**src/include/cpu_settings.svh**
```systemverilog
`ifndef CPU_SETTINGS_SVH
`define CPU_SETTINGS_SVH

////////////////////
// Datapath sizing
////////////////////

// One machine word, also the pc width
`define CPU_XLEN 32

// Architectural register count
`define CPU_NREG 32

// Bits needed to name one register
`define CPU_RIDX_W 5

`endif

```
**src/source/cpu_pkg.sv**
```systemverilog
package cpu_pkg;

	////////////////////
	// Instruction fields
	////////////////////

	// Primary opcode, bits 31:26
	typedef enum logic [5:0] {
		OP_RTYPE = 6'h00,
		OP_BEQ   = 6'h04,
		OP_BNE   = 6'h05,
		OP_ADDI  = 6'h08,
		OP_ORI   = 6'h0d,
		OP_LUI   = 6'h0f
	} opcode_e;

	// R-type function code, bits 5:0
	typedef enum logic [5:0] {
		FN_SLL = 6'h00,
		FN_ADD = 6'h20,
		FN_SUB = 6'h22,
		FN_AND = 6'h24,
		FN_OR  = 6'h25,
		FN_XOR = 6'h26,
		FN_SLT = 6'h2a
	} funct_e;

	////////////////////
	// Execute control
	////////////////////

	// ALU_ADD must stay at zero, it is the cleared value of ID/EXE
	typedef enum logic [3:0] {
		ALU_ADD = 4'd0,
		ALU_SUB = 4'd1,
		ALU_AND = 4'd2,
		ALU_OR  = 4'd3,
		ALU_XOR = 4'd4,
		ALU_SLT = 4'd5,
		ALU_SLL = 4'd6,
		ALU_LUI = 4'd7
	} alu_op_e;

endpackage

```
**src/source/reg_file.sv**
```systemverilog
`include "cpu_settings.svh"

module reg_file (
	input  logic                   clk,
	input  logic                   rst,
	input  logic [`CPU_RIDX_W-1:0] ra_idx,
	input  logic [`CPU_RIDX_W-1:0] rb_idx,
	input  logic                   we,
	input  logic [`CPU_RIDX_W-1:0] w_idx,
	input  logic [`CPU_XLEN-1:0]   w_data,
	output logic [`CPU_XLEN-1:0]   ra_data,
	output logic [`CPU_XLEN-1:0]   rb_data
);

	logic [`CPU_XLEN-1:0] regs [`CPU_NREG];

	// Write port, entry 0 never changes so it reads as zero
	always_ff @(posedge clk or posedge rst) begin
		if (rst) begin
			for (int i = 0; i < `CPU_NREG; i++) begin
				regs[i] <= '0;
			end
		end else if (we && (w_idx != '0)) begin
			regs[w_idx] <= w_data;
		end
	end

	// Read ports are combinational
	// Same-cycle write data reaches ID through the WB forward path instead
	assign ra_data = regs[ra_idx];
	assign rb_data = regs[rb_idx];

endmodule

```
**src/source/decode_unit.sv**
```systemverilog
`include "cpu_settings.svh"

module decode_unit (
	input  logic [31:0]             instr,
	input  logic                    instr_valid,
	input  logic [`CPU_XLEN-1:0]    rf_ra_data,
	input  logic [`CPU_XLEN-1:0]    rf_rb_data,
	input  logic                    exe_fwd_we,
	input  logic [`CPU_RIDX_W-1:0]  exe_fwd_reg,
	input  logic [`CPU_XLEN-1:0]    exe_fwd_data,
	input  logic                    wb_we,
	input  logic [`CPU_RIDX_W-1:0]  wb_reg,
	input  logic [`CPU_XLEN-1:0]    wb_data,
	output logic [`CPU_RIDX_W-1:0]  rf_ra_idx,
	output logic [`CPU_RIDX_W-1:0]  rf_rb_idx,
	output cpu_pkg::alu_op_e        alu_op,
	output logic [`CPU_XLEN-1:0]    rega,
	output logic [`CPU_XLEN-1:0]    regb,
	output logic [15:0]             imme,
	output logic                    use_imm,
	output logic                    sign_ext,
	output logic                    is_branch,
	output logic                    branch_ne,
	output logic                    dreg_we,
	output logic [`CPU_RIDX_W-1:0]  dreg
);

	cpu_pkg::opcode_e       opcode;
	cpu_pkg::funct_e        funct;
	logic [`CPU_RIDX_W-1:0] rs;
	logic [`CPU_RIDX_W-1:0] rt;
	logic [`CPU_RIDX_W-1:0] rd;
	logic                   writes;

	////////////////////
	// Field split
	////////////////////

	assign opcode = cpu_pkg::opcode_e'(instr[31:26]);
	assign funct  = cpu_pkg::funct_e'(instr[5:0]);
	assign rs     = instr[25:21];
	assign rt     = instr[20:16];
	assign rd     = instr[15:11];

	// Shamt of sll rides along in imme[10:6]
	assign imme = instr[15:0];

	assign rf_ra_idx = rs;
	assign rf_rb_idx = rt;

	////////////////////
	// Control
	////////////////////

	always_comb begin
		alu_op    = cpu_pkg::ALU_ADD;
		use_imm   = 1'b0;
		sign_ext  = 1'b0;
		is_branch = 1'b0;
		branch_ne = 1'b0;
		writes    = 1'b0;
		dreg      = '0;
		if (instr_valid) begin
			case (opcode)
				cpu_pkg::OP_RTYPE: begin
					writes = 1'b1;
					dreg   = rd;
					case (funct)
						cpu_pkg::FN_ADD: alu_op = cpu_pkg::ALU_ADD;
						cpu_pkg::FN_SUB: alu_op = cpu_pkg::ALU_SUB;
						cpu_pkg::FN_AND: alu_op = cpu_pkg::ALU_AND;
						cpu_pkg::FN_OR:  alu_op = cpu_pkg::ALU_OR;
						cpu_pkg::FN_XOR: alu_op = cpu_pkg::ALU_XOR;
						cpu_pkg::FN_SLT: alu_op = cpu_pkg::ALU_SLT;
						cpu_pkg::FN_SLL: alu_op = cpu_pkg::ALU_SLL;
						default: begin
							writes = 1'b0;
							dreg   = '0;
						end
					endcase
				end
				cpu_pkg::OP_ADDI: begin
					use_imm  = 1'b1;
					sign_ext = 1'b1;
					writes   = 1'b1;
					dreg     = rt;
				end
				cpu_pkg::OP_ORI: begin
					alu_op  = cpu_pkg::ALU_OR;
					use_imm = 1'b1;
					writes  = 1'b1;
					dreg    = rt;
				end
				cpu_pkg::OP_LUI: begin
					alu_op  = cpu_pkg::ALU_LUI;
					use_imm = 1'b1;
					writes  = 1'b1;
					dreg    = rt;
				end
				cpu_pkg::OP_BEQ: begin
					is_branch = 1'b1;
				end
				cpu_pkg::OP_BNE: begin
					is_branch = 1'b1;
					branch_ne = 1'b1;
				end
				default: begin
				end
			endcase
		end
	end

	// A write to r0 is dropped here so no later stage sees it
	assign dreg_we = writes && (dreg != '0);

	////////////////////
	// Operand forwarding
	////////////////////

	// EXE result wins over WB, WB wins over the register file
	function automatic logic [`CPU_XLEN-1:0] fwd_pick(
		input logic [`CPU_RIDX_W-1:0] idx,
		input logic [`CPU_XLEN-1:0]   rf_val,
		input logic                   e_we,
		input logic [`CPU_RIDX_W-1:0] e_reg,
		input logic [`CPU_XLEN-1:0]   e_val,
		input logic                   w_we,
		input logic [`CPU_RIDX_W-1:0] w_reg,
		input logic [`CPU_XLEN-1:0]   w_val
	);
		logic [`CPU_XLEN-1:0] pick;
		pick = rf_val;
		if (idx != '0) begin
			if (e_we && (e_reg == idx)) begin
				pick = e_val;
			end else if (w_we && (w_reg == idx)) begin
				pick = w_val;
			end
		end
		return pick;
	endfunction

	assign rega = fwd_pick(rs, rf_ra_data, exe_fwd_we, exe_fwd_reg, exe_fwd_data,
		wb_we, wb_reg, wb_data);
	assign regb = fwd_pick(rt, rf_rb_data, exe_fwd_we, exe_fwd_reg, exe_fwd_data,
		wb_we, wb_reg, wb_data);

endmodule

```
**src/source/id_exe_reg.sv**
```systemverilog
`include "cpu_settings.svh"

module id_exe_reg (
	input  logic                   clk,
	input  logic                   rst,
	input  logic                   en,
	input  logic                   bubble,
	input  cpu_pkg::alu_op_e       id_alu_op,
	input  logic [`CPU_XLEN-1:0]   id_rega,
	input  logic [`CPU_XLEN-1:0]   id_regb,
	input  logic [15:0]            id_imme,
	input  logic                   id_use_imm,
	input  logic                   id_sign_ext,
	input  logic                   id_is_branch,
	input  logic                   id_branch_ne,
	input  logic                   id_dreg_we,
	input  logic [`CPU_RIDX_W-1:0] id_dreg,
	input  logic [`CPU_XLEN-1:0]   id_pc,
	output cpu_pkg::alu_op_e       exe_alu_op,
	output logic [`CPU_XLEN-1:0]   exe_rega,
	output logic [`CPU_XLEN-1:0]   exe_regb,
	output logic [15:0]            exe_imme,
	output logic                   exe_use_imm,
	output logic                   exe_sign_ext,
	output logic                   exe_is_branch,
	output logic                   exe_branch_ne,
	output logic                   exe_dreg_we,
	output logic [`CPU_RIDX_W-1:0] exe_dreg,
	output logic [`CPU_XLEN-1:0]   exe_pc
);

	////////////////////
	// Control and operands
	////////////////////

	// Bubble turns the stage into a no-op, even without en
	always_ff @(posedge clk or posedge rst) begin
		if (rst) begin
			exe_alu_op    <= cpu_pkg::ALU_ADD;
			exe_rega      <= '0;
			exe_regb      <= '0;
			exe_imme      <= '0;
			exe_use_imm   <= 1'b0;
			exe_sign_ext  <= 1'b0;
			exe_is_branch <= 1'b0;
			exe_branch_ne <= 1'b0;
			exe_dreg_we   <= 1'b0;
			exe_dreg      <= '0;
		end else if (bubble) begin
			exe_alu_op    <= cpu_pkg::ALU_ADD;
			exe_rega      <= '0;
			exe_regb      <= '0;
			exe_imme      <= '0;
			exe_use_imm   <= 1'b0;
			exe_sign_ext  <= 1'b0;
			exe_is_branch <= 1'b0;
			exe_branch_ne <= 1'b0;
			exe_dreg_we   <= 1'b0;
			exe_dreg      <= '0;
		end else if (en) begin
			exe_alu_op    <= id_alu_op;
			exe_rega      <= id_rega;
			exe_regb      <= id_regb;
			exe_imme      <= id_imme;
			exe_use_imm   <= id_use_imm;
			exe_sign_ext  <= id_sign_ext;
			exe_is_branch <= id_is_branch;
			exe_branch_ne <= id_branch_ne;
			exe_dreg_we   <= id_dreg_we;
			exe_dreg      <= id_dreg;
		end
	end

	////////////////////
	// Branch base
	////////////////////

	// Not touched by bubble
	always_ff @(posedge clk or posedge rst) begin
		if (rst) begin
			exe_pc <= '0;
		end else if (en) begin
			exe_pc <= id_pc;
		end
	end

endmodule

```
**src/source/exe_unit.sv**
```systemverilog
`include "cpu_settings.svh"

module exe_unit (
	input  logic                   clk,
	input  logic                   rst,
	input  logic                   hold,
	input  cpu_pkg::alu_op_e       exe_alu_op,
	input  logic [`CPU_XLEN-1:0]   exe_rega,
	input  logic [`CPU_XLEN-1:0]   exe_regb,
	input  logic [15:0]            exe_imme,
	input  logic                   exe_use_imm,
	input  logic                   exe_sign_ext,
	input  logic                   exe_is_branch,
	input  logic                   exe_branch_ne,
	input  logic                   exe_dreg_we,
	input  logic [`CPU_RIDX_W-1:0] exe_dreg,
	input  logic [`CPU_XLEN-1:0]   exe_pc,
	output logic                   fwd_we,
	output logic [`CPU_RIDX_W-1:0] fwd_reg,
	output logic [`CPU_XLEN-1:0]   fwd_data,
	output logic                   redirect,
	output logic [`CPU_XLEN-1:0]   redirect_pc,
	output logic                   wb_valid,
	output logic [`CPU_RIDX_W-1:0] wb_reg,
	output logic [`CPU_XLEN-1:0]   wb_data
);

	localparam logic [`CPU_XLEN-1:0] pc_step = 4;

	logic [`CPU_XLEN-1:0] imm_sx;
	logic [`CPU_XLEN-1:0] imm_zx;
	logic [`CPU_XLEN-1:0] op_b;
	logic [`CPU_XLEN-1:0] result;
	logic                 equal;
	logic                 taken;

	////////////////////
	// ALU
	////////////////////

	assign imm_sx = {{(`CPU_XLEN-16){exe_imme[15]}}, exe_imme};
	assign imm_zx = {{(`CPU_XLEN-16){1'b0}}, exe_imme};
	assign op_b   = exe_use_imm ? (exe_sign_ext ? imm_sx : imm_zx) : exe_regb;

	always_comb begin
		case (exe_alu_op)
			cpu_pkg::ALU_SUB: result = exe_rega - op_b;
			cpu_pkg::ALU_AND: result = exe_rega & op_b;
			cpu_pkg::ALU_OR:  result = exe_rega | op_b;
			cpu_pkg::ALU_XOR: result = exe_rega ^ op_b;
			cpu_pkg::ALU_SLT: begin
				result = {{(`CPU_XLEN-1){1'b0}}, ($signed(exe_rega) < $signed(op_b))};
			end
			// Shift amount is the shamt field, rt is the source
			cpu_pkg::ALU_SLL: result = op_b << exe_imme[10:6];
			cpu_pkg::ALU_LUI: result = {op_b[15:0], 16'h0000};
			default:          result = exe_rega + op_b;
		endcase
	end

	// Result visible to ID in the same cycle
	assign fwd_we   = exe_dreg_we;
	assign fwd_reg  = exe_dreg;
	assign fwd_data = result;

	////////////////////
	// Branch resolve
	////////////////////

	assign equal = (exe_rega == exe_regb);
	assign taken = exe_branch_ne ? !equal : equal;

	// Held back while hold is high, the branch stays in EXE until then
	assign redirect    = exe_is_branch && taken && !hold;
	assign redirect_pc = exe_pc + pc_step + {imm_sx[`CPU_XLEN-3:0], 2'b00};

	////////////////////
	// EXE/WB register
	////////////////////

	// A held instruction is still in EXE next cycle, so report it only once
	always_ff @(posedge clk or posedge rst) begin
		if (rst) begin
			wb_valid <= 1'b0;
		end else begin
			wb_valid <= exe_dreg_we && !hold;
		end
	end

	always_ff @(posedge clk) begin
		wb_reg  <= exe_dreg;
		wb_data <= result;
	end

endmodule

```
**src/source/pipe_core.sv**
```systemverilog
`include "cpu_settings.svh"

module pipe_core (
	input  logic                   clk,
	input  logic                   rst,
	input  logic [31:0]            instr,
	input  logic [`CPU_XLEN-1:0]   instr_pc,
	input  logic                   instr_valid,
	input  logic                   hold,
	output logic                   redirect,
	output logic [`CPU_XLEN-1:0]   redirect_pc,
	output logic                   wb_valid,
	output logic [`CPU_RIDX_W-1:0] wb_reg,
	output logic [`CPU_XLEN-1:0]   wb_data
);

	// Register file ports
	logic [`CPU_RIDX_W-1:0] rf_ra_idx;
	logic [`CPU_RIDX_W-1:0] rf_rb_idx;
	logic [`CPU_XLEN-1:0]   rf_ra_data;
	logic [`CPU_XLEN-1:0]   rf_rb_data;

	// Decode outputs
	cpu_pkg::alu_op_e       id_alu_op;
	logic [`CPU_XLEN-1:0]   id_rega;
	logic [`CPU_XLEN-1:0]   id_regb;
	logic [15:0]            id_imme;
	logic                   id_use_imm;
	logic                   id_sign_ext;
	logic                   id_is_branch;
	logic                   id_branch_ne;
	logic                   id_dreg_we;
	logic [`CPU_RIDX_W-1:0] id_dreg;

	// ID/EXE contents
	cpu_pkg::alu_op_e       exe_alu_op;
	logic [`CPU_XLEN-1:0]   exe_rega;
	logic [`CPU_XLEN-1:0]   exe_regb;
	logic [15:0]            exe_imme;
	logic                   exe_use_imm;
	logic                   exe_sign_ext;
	logic                   exe_is_branch;
	logic                   exe_branch_ne;
	logic                   exe_dreg_we;
	logic [`CPU_RIDX_W-1:0] exe_dreg;
	logic [`CPU_XLEN-1:0]   exe_pc;

	// EXE forward path
	logic                   fwd_we;
	logic [`CPU_RIDX_W-1:0] fwd_reg;
	logic [`CPU_XLEN-1:0]   fwd_data;

	logic                   id_exe_en;
	logic                   id_exe_bubble;

	////////////////////
	// Stage handshake
	////////////////////

	// Hold freezes ID/EXE, a taken branch squashes the instruction in ID
	assign id_exe_en     = !hold;
	assign id_exe_bubble = redirect;

	reg_file u_reg_file (
		.clk     (clk),
		.rst     (rst),
		.ra_idx  (rf_ra_idx),
		.rb_idx  (rf_rb_idx),
		.we      (wb_valid),
		.w_idx   (wb_reg),
		.w_data  (wb_data),
		.ra_data (rf_ra_data),
		.rb_data (rf_rb_data)
	);

	decode_unit u_decode (
		.instr        (instr),
		.instr_valid  (instr_valid),
		.rf_ra_data   (rf_ra_data),
		.rf_rb_data   (rf_rb_data),
		.exe_fwd_we   (fwd_we),
		.exe_fwd_reg  (fwd_reg),
		.exe_fwd_data (fwd_data),
		.wb_we        (wb_valid),
		.wb_reg       (wb_reg),
		.wb_data      (wb_data),
		.rf_ra_idx    (rf_ra_idx),
		.rf_rb_idx    (rf_rb_idx),
		.alu_op       (id_alu_op),
		.rega         (id_rega),
		.regb         (id_regb),
		.imme         (id_imme),
		.use_imm      (id_use_imm),
		.sign_ext     (id_sign_ext),
		.is_branch    (id_is_branch),
		.branch_ne    (id_branch_ne),
		.dreg_we      (id_dreg_we),
		.dreg         (id_dreg)
	);

	id_exe_reg u_id_exe (
		.clk           (clk),
		.rst           (rst),
		.en            (id_exe_en),
		.bubble        (id_exe_bubble),
		.id_alu_op     (id_alu_op),
		.id_rega       (id_rega),
		.id_regb       (id_regb),
		.id_imme       (id_imme),
		.id_use_imm    (id_use_imm),
		.id_sign_ext   (id_sign_ext),
		.id_is_branch  (id_is_branch),
		.id_branch_ne  (id_branch_ne),
		.id_dreg_we    (id_dreg_we),
		.id_dreg       (id_dreg),
		.id_pc         (instr_pc),
		.exe_alu_op    (exe_alu_op),
		.exe_rega      (exe_rega),
		.exe_regb      (exe_regb),
		.exe_imme      (exe_imme),
		.exe_use_imm   (exe_use_imm),
		.exe_sign_ext  (exe_sign_ext),
		.exe_is_branch (exe_is_branch),
		.exe_branch_ne (exe_branch_ne),
		.exe_dreg_we   (exe_dreg_we),
		.exe_dreg      (exe_dreg),
		.exe_pc        (exe_pc)
	);

	exe_unit u_exe (
		.clk           (clk),
		.rst           (rst),
		.hold          (hold),
		.exe_alu_op    (exe_alu_op),
		.exe_rega      (exe_rega),
		.exe_regb      (exe_regb),
		.exe_imme      (exe_imme),
		.exe_use_imm   (exe_use_imm),
		.exe_sign_ext  (exe_sign_ext),
		.exe_is_branch (exe_is_branch),
		.exe_branch_ne (exe_branch_ne),
		.exe_dreg_we   (exe_dreg_we),
		.exe_dreg      (exe_dreg),
		.exe_pc        (exe_pc),
		.fwd_we        (fwd_we),
		.fwd_reg       (fwd_reg),
		.fwd_data      (fwd_data),
		.redirect      (redirect),
		.redirect_pc   (redirect_pc),
		.wb_valid      (wb_valid),
		.wb_reg        (wb_reg),
		.wb_data       (wb_data)
	);

endmodule

```
**config.mk**
```make
export PLATFORM = sky130hd
export DESIGN_NAME = pipe_core
export DESIGN_NICKNAME = d
export VERILOG_FILES = /design/src/source/cpu_pkg.sv /design/src/source/reg_file.sv /design/src/source/decode_unit.sv /design/src/source/id_exe_reg.sv /design/src/source/exe_unit.sv /design/src/source/pipe_core.sv
export VERILOG_INCLUDE_DIRS = /design/src /design/src/include
export SDC_FILE = /design/constraint.sdc
export NUM_CORES = 2
export LEC_CHECK = 0
export BUFFER_PORTS_ARGS = -buffer_cell sky130_fd_sc_hd__buf_2
export CELL_PAD_IN_SITES_DETAIL_PLACEMENT = 2
export CELL_PAD_IN_SITES_GLOBAL_PLACEMENT = 2
export CORE_MARGIN = 2
export CORE_UTILIZATION = 46
export CTS_BUF_LIST = sky130_fd_sc_hd__clkbuf_16
export DETAILED_ROUTE_END_ITERATION = 10
export HOLD_SLACK_MARGIN = 0.06
export PLACE_DENSITY = 0.79
export REMOVE_ABC_BUFFERS = 1
export SYNTH_ARGS = -nofsm -noshare
export SYNTH_HDL_FRONTEND = slang
export SYNTH_SLANG_ARGS = --single-unit
export TNS_END_PERCENT = 100
```
**constraint.sdc**
```tcl
create_clock -name clk -period 42.2 [get_ports clk]
set_input_delay 4.22 -clock clk [delete_from_list [all_inputs] [get_ports clk]]
set_output_delay 4.22 -clock clk [all_outputs]
set_load 0.02 [all_outputs]
```
# After elaboration in Yosys (flattened, before gate mapping)
# Cells that the tools add are included.
# Widths: inputs -> output; s select.
word_totals:
  ff_bits: 1188
  wordCells: 163
classes:
  n_addsub: 4
  magnitude_cmp: 5
  n_eq_ne: 24
  shifts: 1
  n_mux: 56
  bitwise: 6
  n_reduce_logical: 21
ops:
  columns: ["op", "count"]
  rows:
  - ["$bwmux 1024", 1]
  - ["$mux 32", 17]
  - ["$bmux 32 s5", 2]
  - ["$pmux 32 s7", 1]
  - ["$demux 32 s5", 1]
  - ["$add 32x32->32", 2]
  - ["$eq 6x6->1 const B", 6]
  - ["$add 32x3->32 const B", 1]
  - ["$and 32x32->32", 1]
  - ["$eq 32x32->1", 1]
  - ["$lt 32x32->1", 1]
  - ["$mux 16", 2]
  - ["$or 32x32->32", 1]
  - ["$shl 32x5->32", 1]
  - ["$sub 32x32->32", 1]
  - ["$xor 32x32->32", 1]
  - ["$mux 1", 21]
  - ["$eq 5x5->1", 4]
  - ["$mux 5", 4]
  - ["$reduce_bool 5->1", 4]
  - ["$eq 6x4->1 const B", 3]
  - ["$ge 6x6->1 const B", 3]
  - ["$not 5->6", 3]
  - ["$pmux 3 s6", 1]
  - ["16 further kinds", 34]

# Logic depth before layout (Yosys ltp)
logic_depth:
  ltp_word: 9
  ltp_mapped: 20

# Hierarchy
# Synthesis repeated with hierarchy kept, for this count alone.
unflattened:
  hier_cells: 6674
  hier_area_um2: 73371.6
modules_own_cells:
  columns: ["module", "n_inst", "cells_each", "area_each_um2", "seq_area_each_um2"]
  rows:
  - ["reg_file", 1, 4602, 55939.9, 25624.6]
  - ["exe_unit", 1, 1425, 10139.7, 765.7]
  - ["id_exe_reg", 1, 371, 4989.8, 3153.0]
  - ["decode_unit", 1, 275, 2298.5, 0.0]
  - ["pipe_core", 1, 1, 3.8, 0.0]

# Least setup slack after synthesis
# OpenSTA, ideal clock, no wires.
synth_path:
  path_kind: "input port to output port"
  from: "input hold"
  to: "output redirect"
  t_arrival_ns: 5.204
  t_required_ns: 37.980
  slack_ns: 32.776
  path_stages: 4
  path_buffers: 3
  path_cell_list: "clkbuf_1 > clkbuf_1 > clkbuf_1 > nor2_1"
synth_between:
  elab_chain_cells: 2
synth_rtl:
  columns: ["element", "line_no", "rtl"]
  rows:
  - ["start, declared", "pipe_core.sv:9", "input logic hold,"]
  - ["$logic_not 1->1", "exe_unit.sv:74", "assign redirect = exe_is_branch && taken && !hold;"]
  - ["$logic_and 1x1->1", "exe_unit.sv:74", null]
  - ["end, declared", "pipe_core.sv:10", "output logic redirect,"]
# Every way passes these cells.

# Worst setup path after layout
layout_path:
  from: "register u_id_exe.exe_imme[6]"
  to: "output redirect_pc[29]"
layout_between:
  elab_chain_cells: 1
layout_rtl:
  columns: ["element", "line_no", "rtl"]
  rows:
  - ["start, declared", "id_exe_reg.sv:22", "output logic [15:0] exe_imme,"]
  - ["start signal, assigned", "id_exe_reg.sv:64", "exe_imme <= id_imme;"]
  - ["$add 32x32->32", "exe_unit.sv:75", "assign redirect_pc = exe_pc + pc_step + {imm_sx[`CPU_XLEN-3:0], 2'b00};"]
  - ["end, declared", "pipe_core.sv:11", "output logic [`CPU_XLEN-1:0] redirect_pc,"]
# Every way passes these cells.

==> results.toml <==
[run_status]
outcome = "finished, final reports clean"

[drt]
drtIter0Drc = 5669
drc_errors = 0
wirelength_um = 318000
vias = 54800
ant_nets = 0
wl_per_cell_um = 42.4
drtPass1Iterations = 6
vias_per_cell = 7.30

[die]
core_area_sq_um = 154000
die_w_um = 399
start_util = 0.464
rows = 144
die_h_um = 399
ioPinCount = 139
die_area_sq_um = 159000

[clocking]
clkLatencyLatePin_ns = 0.82
cts_resized = 0
cts_root_buf = "clkbuf_16"
cts_setup_buffers = 0
numCtsBuffers = 139
cts_sinks = 1187
postCtsHoldBufs = 0
clk_pin_slew_worst_paths_ns = 0.06
cts_tree = "done"
cts_buffer_depth = 3
htreeDepth = 4

[sta]
finalCritPeriodShare = 0.226
hold_viol_final = 0
setup_viol = 0
skew_ns = 0.0383
max_freq_ghz = 0.105
grt_setup_unrepaired = "false"
final_max_slew_viol_count = 0
worst_slack_ns = 32.67
fin_crit_ns = 9.53
finalSetupTns_ns = 0
worst_pin_slew_ns = 1.45
slew_headroom = 0.0281

[layout]
drive_above_1_share = 0.420
fin_nets = 5577
fin_cells = 7508
largest_reg_flops = 1024
syn2layout_area_growth_pct = 9.85
regMostFlops = "u_reg_file.regs"
postLayoutCellArea_sq_um = 78700
fin_util = 0.509

[flow_run]
cap_violations = 0

[place]
post-place-ws_ns = 33.00
placed_cells = 7255
port_buffers = 138
hpwl_um = 189000
place_congestion = 1.03
place_area_sq_um = 74300

[synthesis]
synthMuxAreaShare = 0.393
synth_top_family_by_area = "multiplexers"
syn_avg_cell_area_sq_um = 13.1
synthesis.area_sq_um = 71600
postSynthCellCount = 5449
synthXorXnorAreaFrac = 0.0109
yosys_warnings = 0
ys_types = 92
async_reset_ff_frac = 0.969
seq_area_frac_synth = 0.412
synth_area_leaders = "dfrtp_1, mux4_2, mux2_2"
synth_compound_gate_area_share = 0.0727
yosys.area.top_type = "dfrtp_1"
synthSimpleGateAreaFrac = 0.0456
ys_ff_latch = 1187
yosysTopAreaCellShare = 0.402
synth_edf_count = 0
synth_commonest_cells = "dfrtp_1, mux2_2, mux4_2"
synth_adder_area_share = 0.0276
synth_ff_type = "dfrtp_1"
yosys.cell_count.top_type = "dfrtp_1"

[critical_path]
timing.rr.start = "u_id_exe.exe_use_imm$_DFFE_PP0P_"
slowest_delay_ns = 1.08
cp_max_fo = 66
critical_path_class = "reg -> out"
r2r_setup_slack_ns = 35.53
cp.arrival_ns = 5.31
crit_chain = "ha_1, ha_1, o21ai_0, a211oi_1, o311ai_0, nand2_1, a31oi_1, o21ai_0, a221o_1, o311ai_0, buf_2"
cp-end-kind = "output pin"
critPathCapture = "redirect_pc[29]"
slowest_stage = "dfrtp_4"
crit_path_start_kind = "flip-flop"
worst_r2r_path_depth = 12
worstPathRequired_ns = 37.98
r2r_end = "u_id_exe.exe_rega[31]$_DFFE_PP0P_"
crit_path_start = "u_id_exe.exe_imme[6]$_DFFE_PP0P_"

[pwr]
p_int_mw = 1.92
ir_drop_mv = 0.0442
seqPwrFrac = 0.424
leakage_nw = 36.1
switching_share = 0.299
power.density_nw_per_um2 = 34.9
clkPwrFrac = 0.439
p_switching_uw = 822
p_comb_frac = 0.137

[min_path]
worst_hold_path_type = "reg -> reg"
worstHoldPathCells = 0

[grt]
grt_pass1_wl_um = 459000
grt_max_degree = 167
grt_antenna_before_repair = 11
gr-usage-all-layers = 0.403
grt-ovfl-total = 0
grt_pass1_vias = 59700
==> per-stage QoR <==
| stage | hold slack [ns] | total power, mW |
|---|---|---|
| final | 0.400 | 2.75 |
| after detailed placement | 0.385 | 1.55 |
| after global routing | 0.419 | 2.82 |
| after global placement | 0.376 | 1.54 |
| after CTS | 0.402 | 2.75 |
| after floorplan | 0.365 | 1.38 |
==> worst min path at each step <==
stage	slack, ns	endpoint	start
4_1_cts	0.40	u_reg_file.regs[1004]$_DFFE_PP0P_	u_reg_file.regs[1004]$_DFFE_PP0P_
5_1_grt	0.42	u_reg_file.regs[1004]$_DFFE_PP0P_	u_reg_file.regs[1004]$_DFFE_PP0P_
3_3_place_gp	0.38	u_reg_file.regs[1008]$_DFFE_PP0P_	u_reg_file.regs[1008]$_DFFE_PP0P_
2_1_floorplan	0.37	u_reg_file.regs[1000]$_DFFE_PP0P_	u_reg_file.regs[1000]$_DFFE_PP0P_
6_report	0.40	u_reg_file.regs[994]$_DFFE_PP0P_	u_reg_file.regs[994]$_DFFE_PP0P_
3_5_place_dp	0.39	u_reg_file.regs[1013]$_DFFE_PP0P_	u_reg_file.regs[1013]$_DFFE_PP0P_
==> cells in the final DEF (no fill, tap or decap), types with 15 or more instances in the layout <==
cell type and n:
o211ai_1 28, clkbuf_16 140, nor4_1 18, nor2_4 17, a211o_1 15, o31ai_1 23
o22ai_1 46, xor2_1 58, inv_1 166, ha_1 153, mux2i_1 97, a31oi_1 19
xnor2_1 31, nand2_4 15, o221ai_1 17, nand2b_1 22, a21o_1 30, or2_2 17
buf_2 127, clkinv_2 18, nand2_1 230, nand3_1 52, o21ai_0 187, dfrtp_1 1147
and3_1 15, a21oi_1 190, mux2_2 1058, clkinv_1 36, nor2b_1 18, nor3_1 53
a221oi_1 19, dfxtp_1 37, mux4_2 671, o21a_1 22, buf_4 154, a211oi_1 40
nor2_1 201
==> power groups by stage <==
stage          clock network [mW]  registers (mW)  logic, mW
2_1_floorplan                   0            1.21      0.178
3_3_place_gp                    0            1.18      0.357
3_5_place_dp                    0            1.18      0.365
4_1_cts                      1.22            1.16      0.371
5_1_grt                      1.26            1.17      0.399
6_report                     1.21            1.16      0.376
==> cell families after synthesis <==
| family | Yosys count |
|---|---|
| compound gates | 790 |
| xor+xnor | 89 |
| buf+inv | 676 |
| mux | 1833 |
| simple gates | 718 |
| fa+ha+maj | 156 |
| flops | 1187 |
==> layout make-up <==
class	instances	area (sq um)
Fill cell	14200	75800
Multi-Input combinational cell	3586	39700
Sequential cell	1187	29500
Clock buffer	140	3500
Tap cell	2044	2560
Timing Repair Buffer	294	2000
Clock inverter	107	846
Inverter	145	552
Antenna cell	5	12.5
==> critical path, delay by kind of cell, from the launching register on <==
| kind | cells | cell delay (ns) |
|---|---|---|
| AND/OR/NAND/NOR | 1 | 0.16 |
| adder cells (fa/ha/maj) | 2 | 0.71 |
| buffers and inverters | 1 | 0.24 |
| flip-flops | 1 | 1.08 |
| AO/OA/AOI/OAI | 7 | 2.25 |
==> per-layer routing <==
metal,up-vias,track usage,part of all wire
li1,20600,-,-
met1,29600,0.508,0.38
met2,3433,0.630,0.47
met3,1106,0.0972,0.086
met4,14,0.251,0.070
met5,-,0,0.00036
No activity file was read; power rests on OpenSTA's default activity.
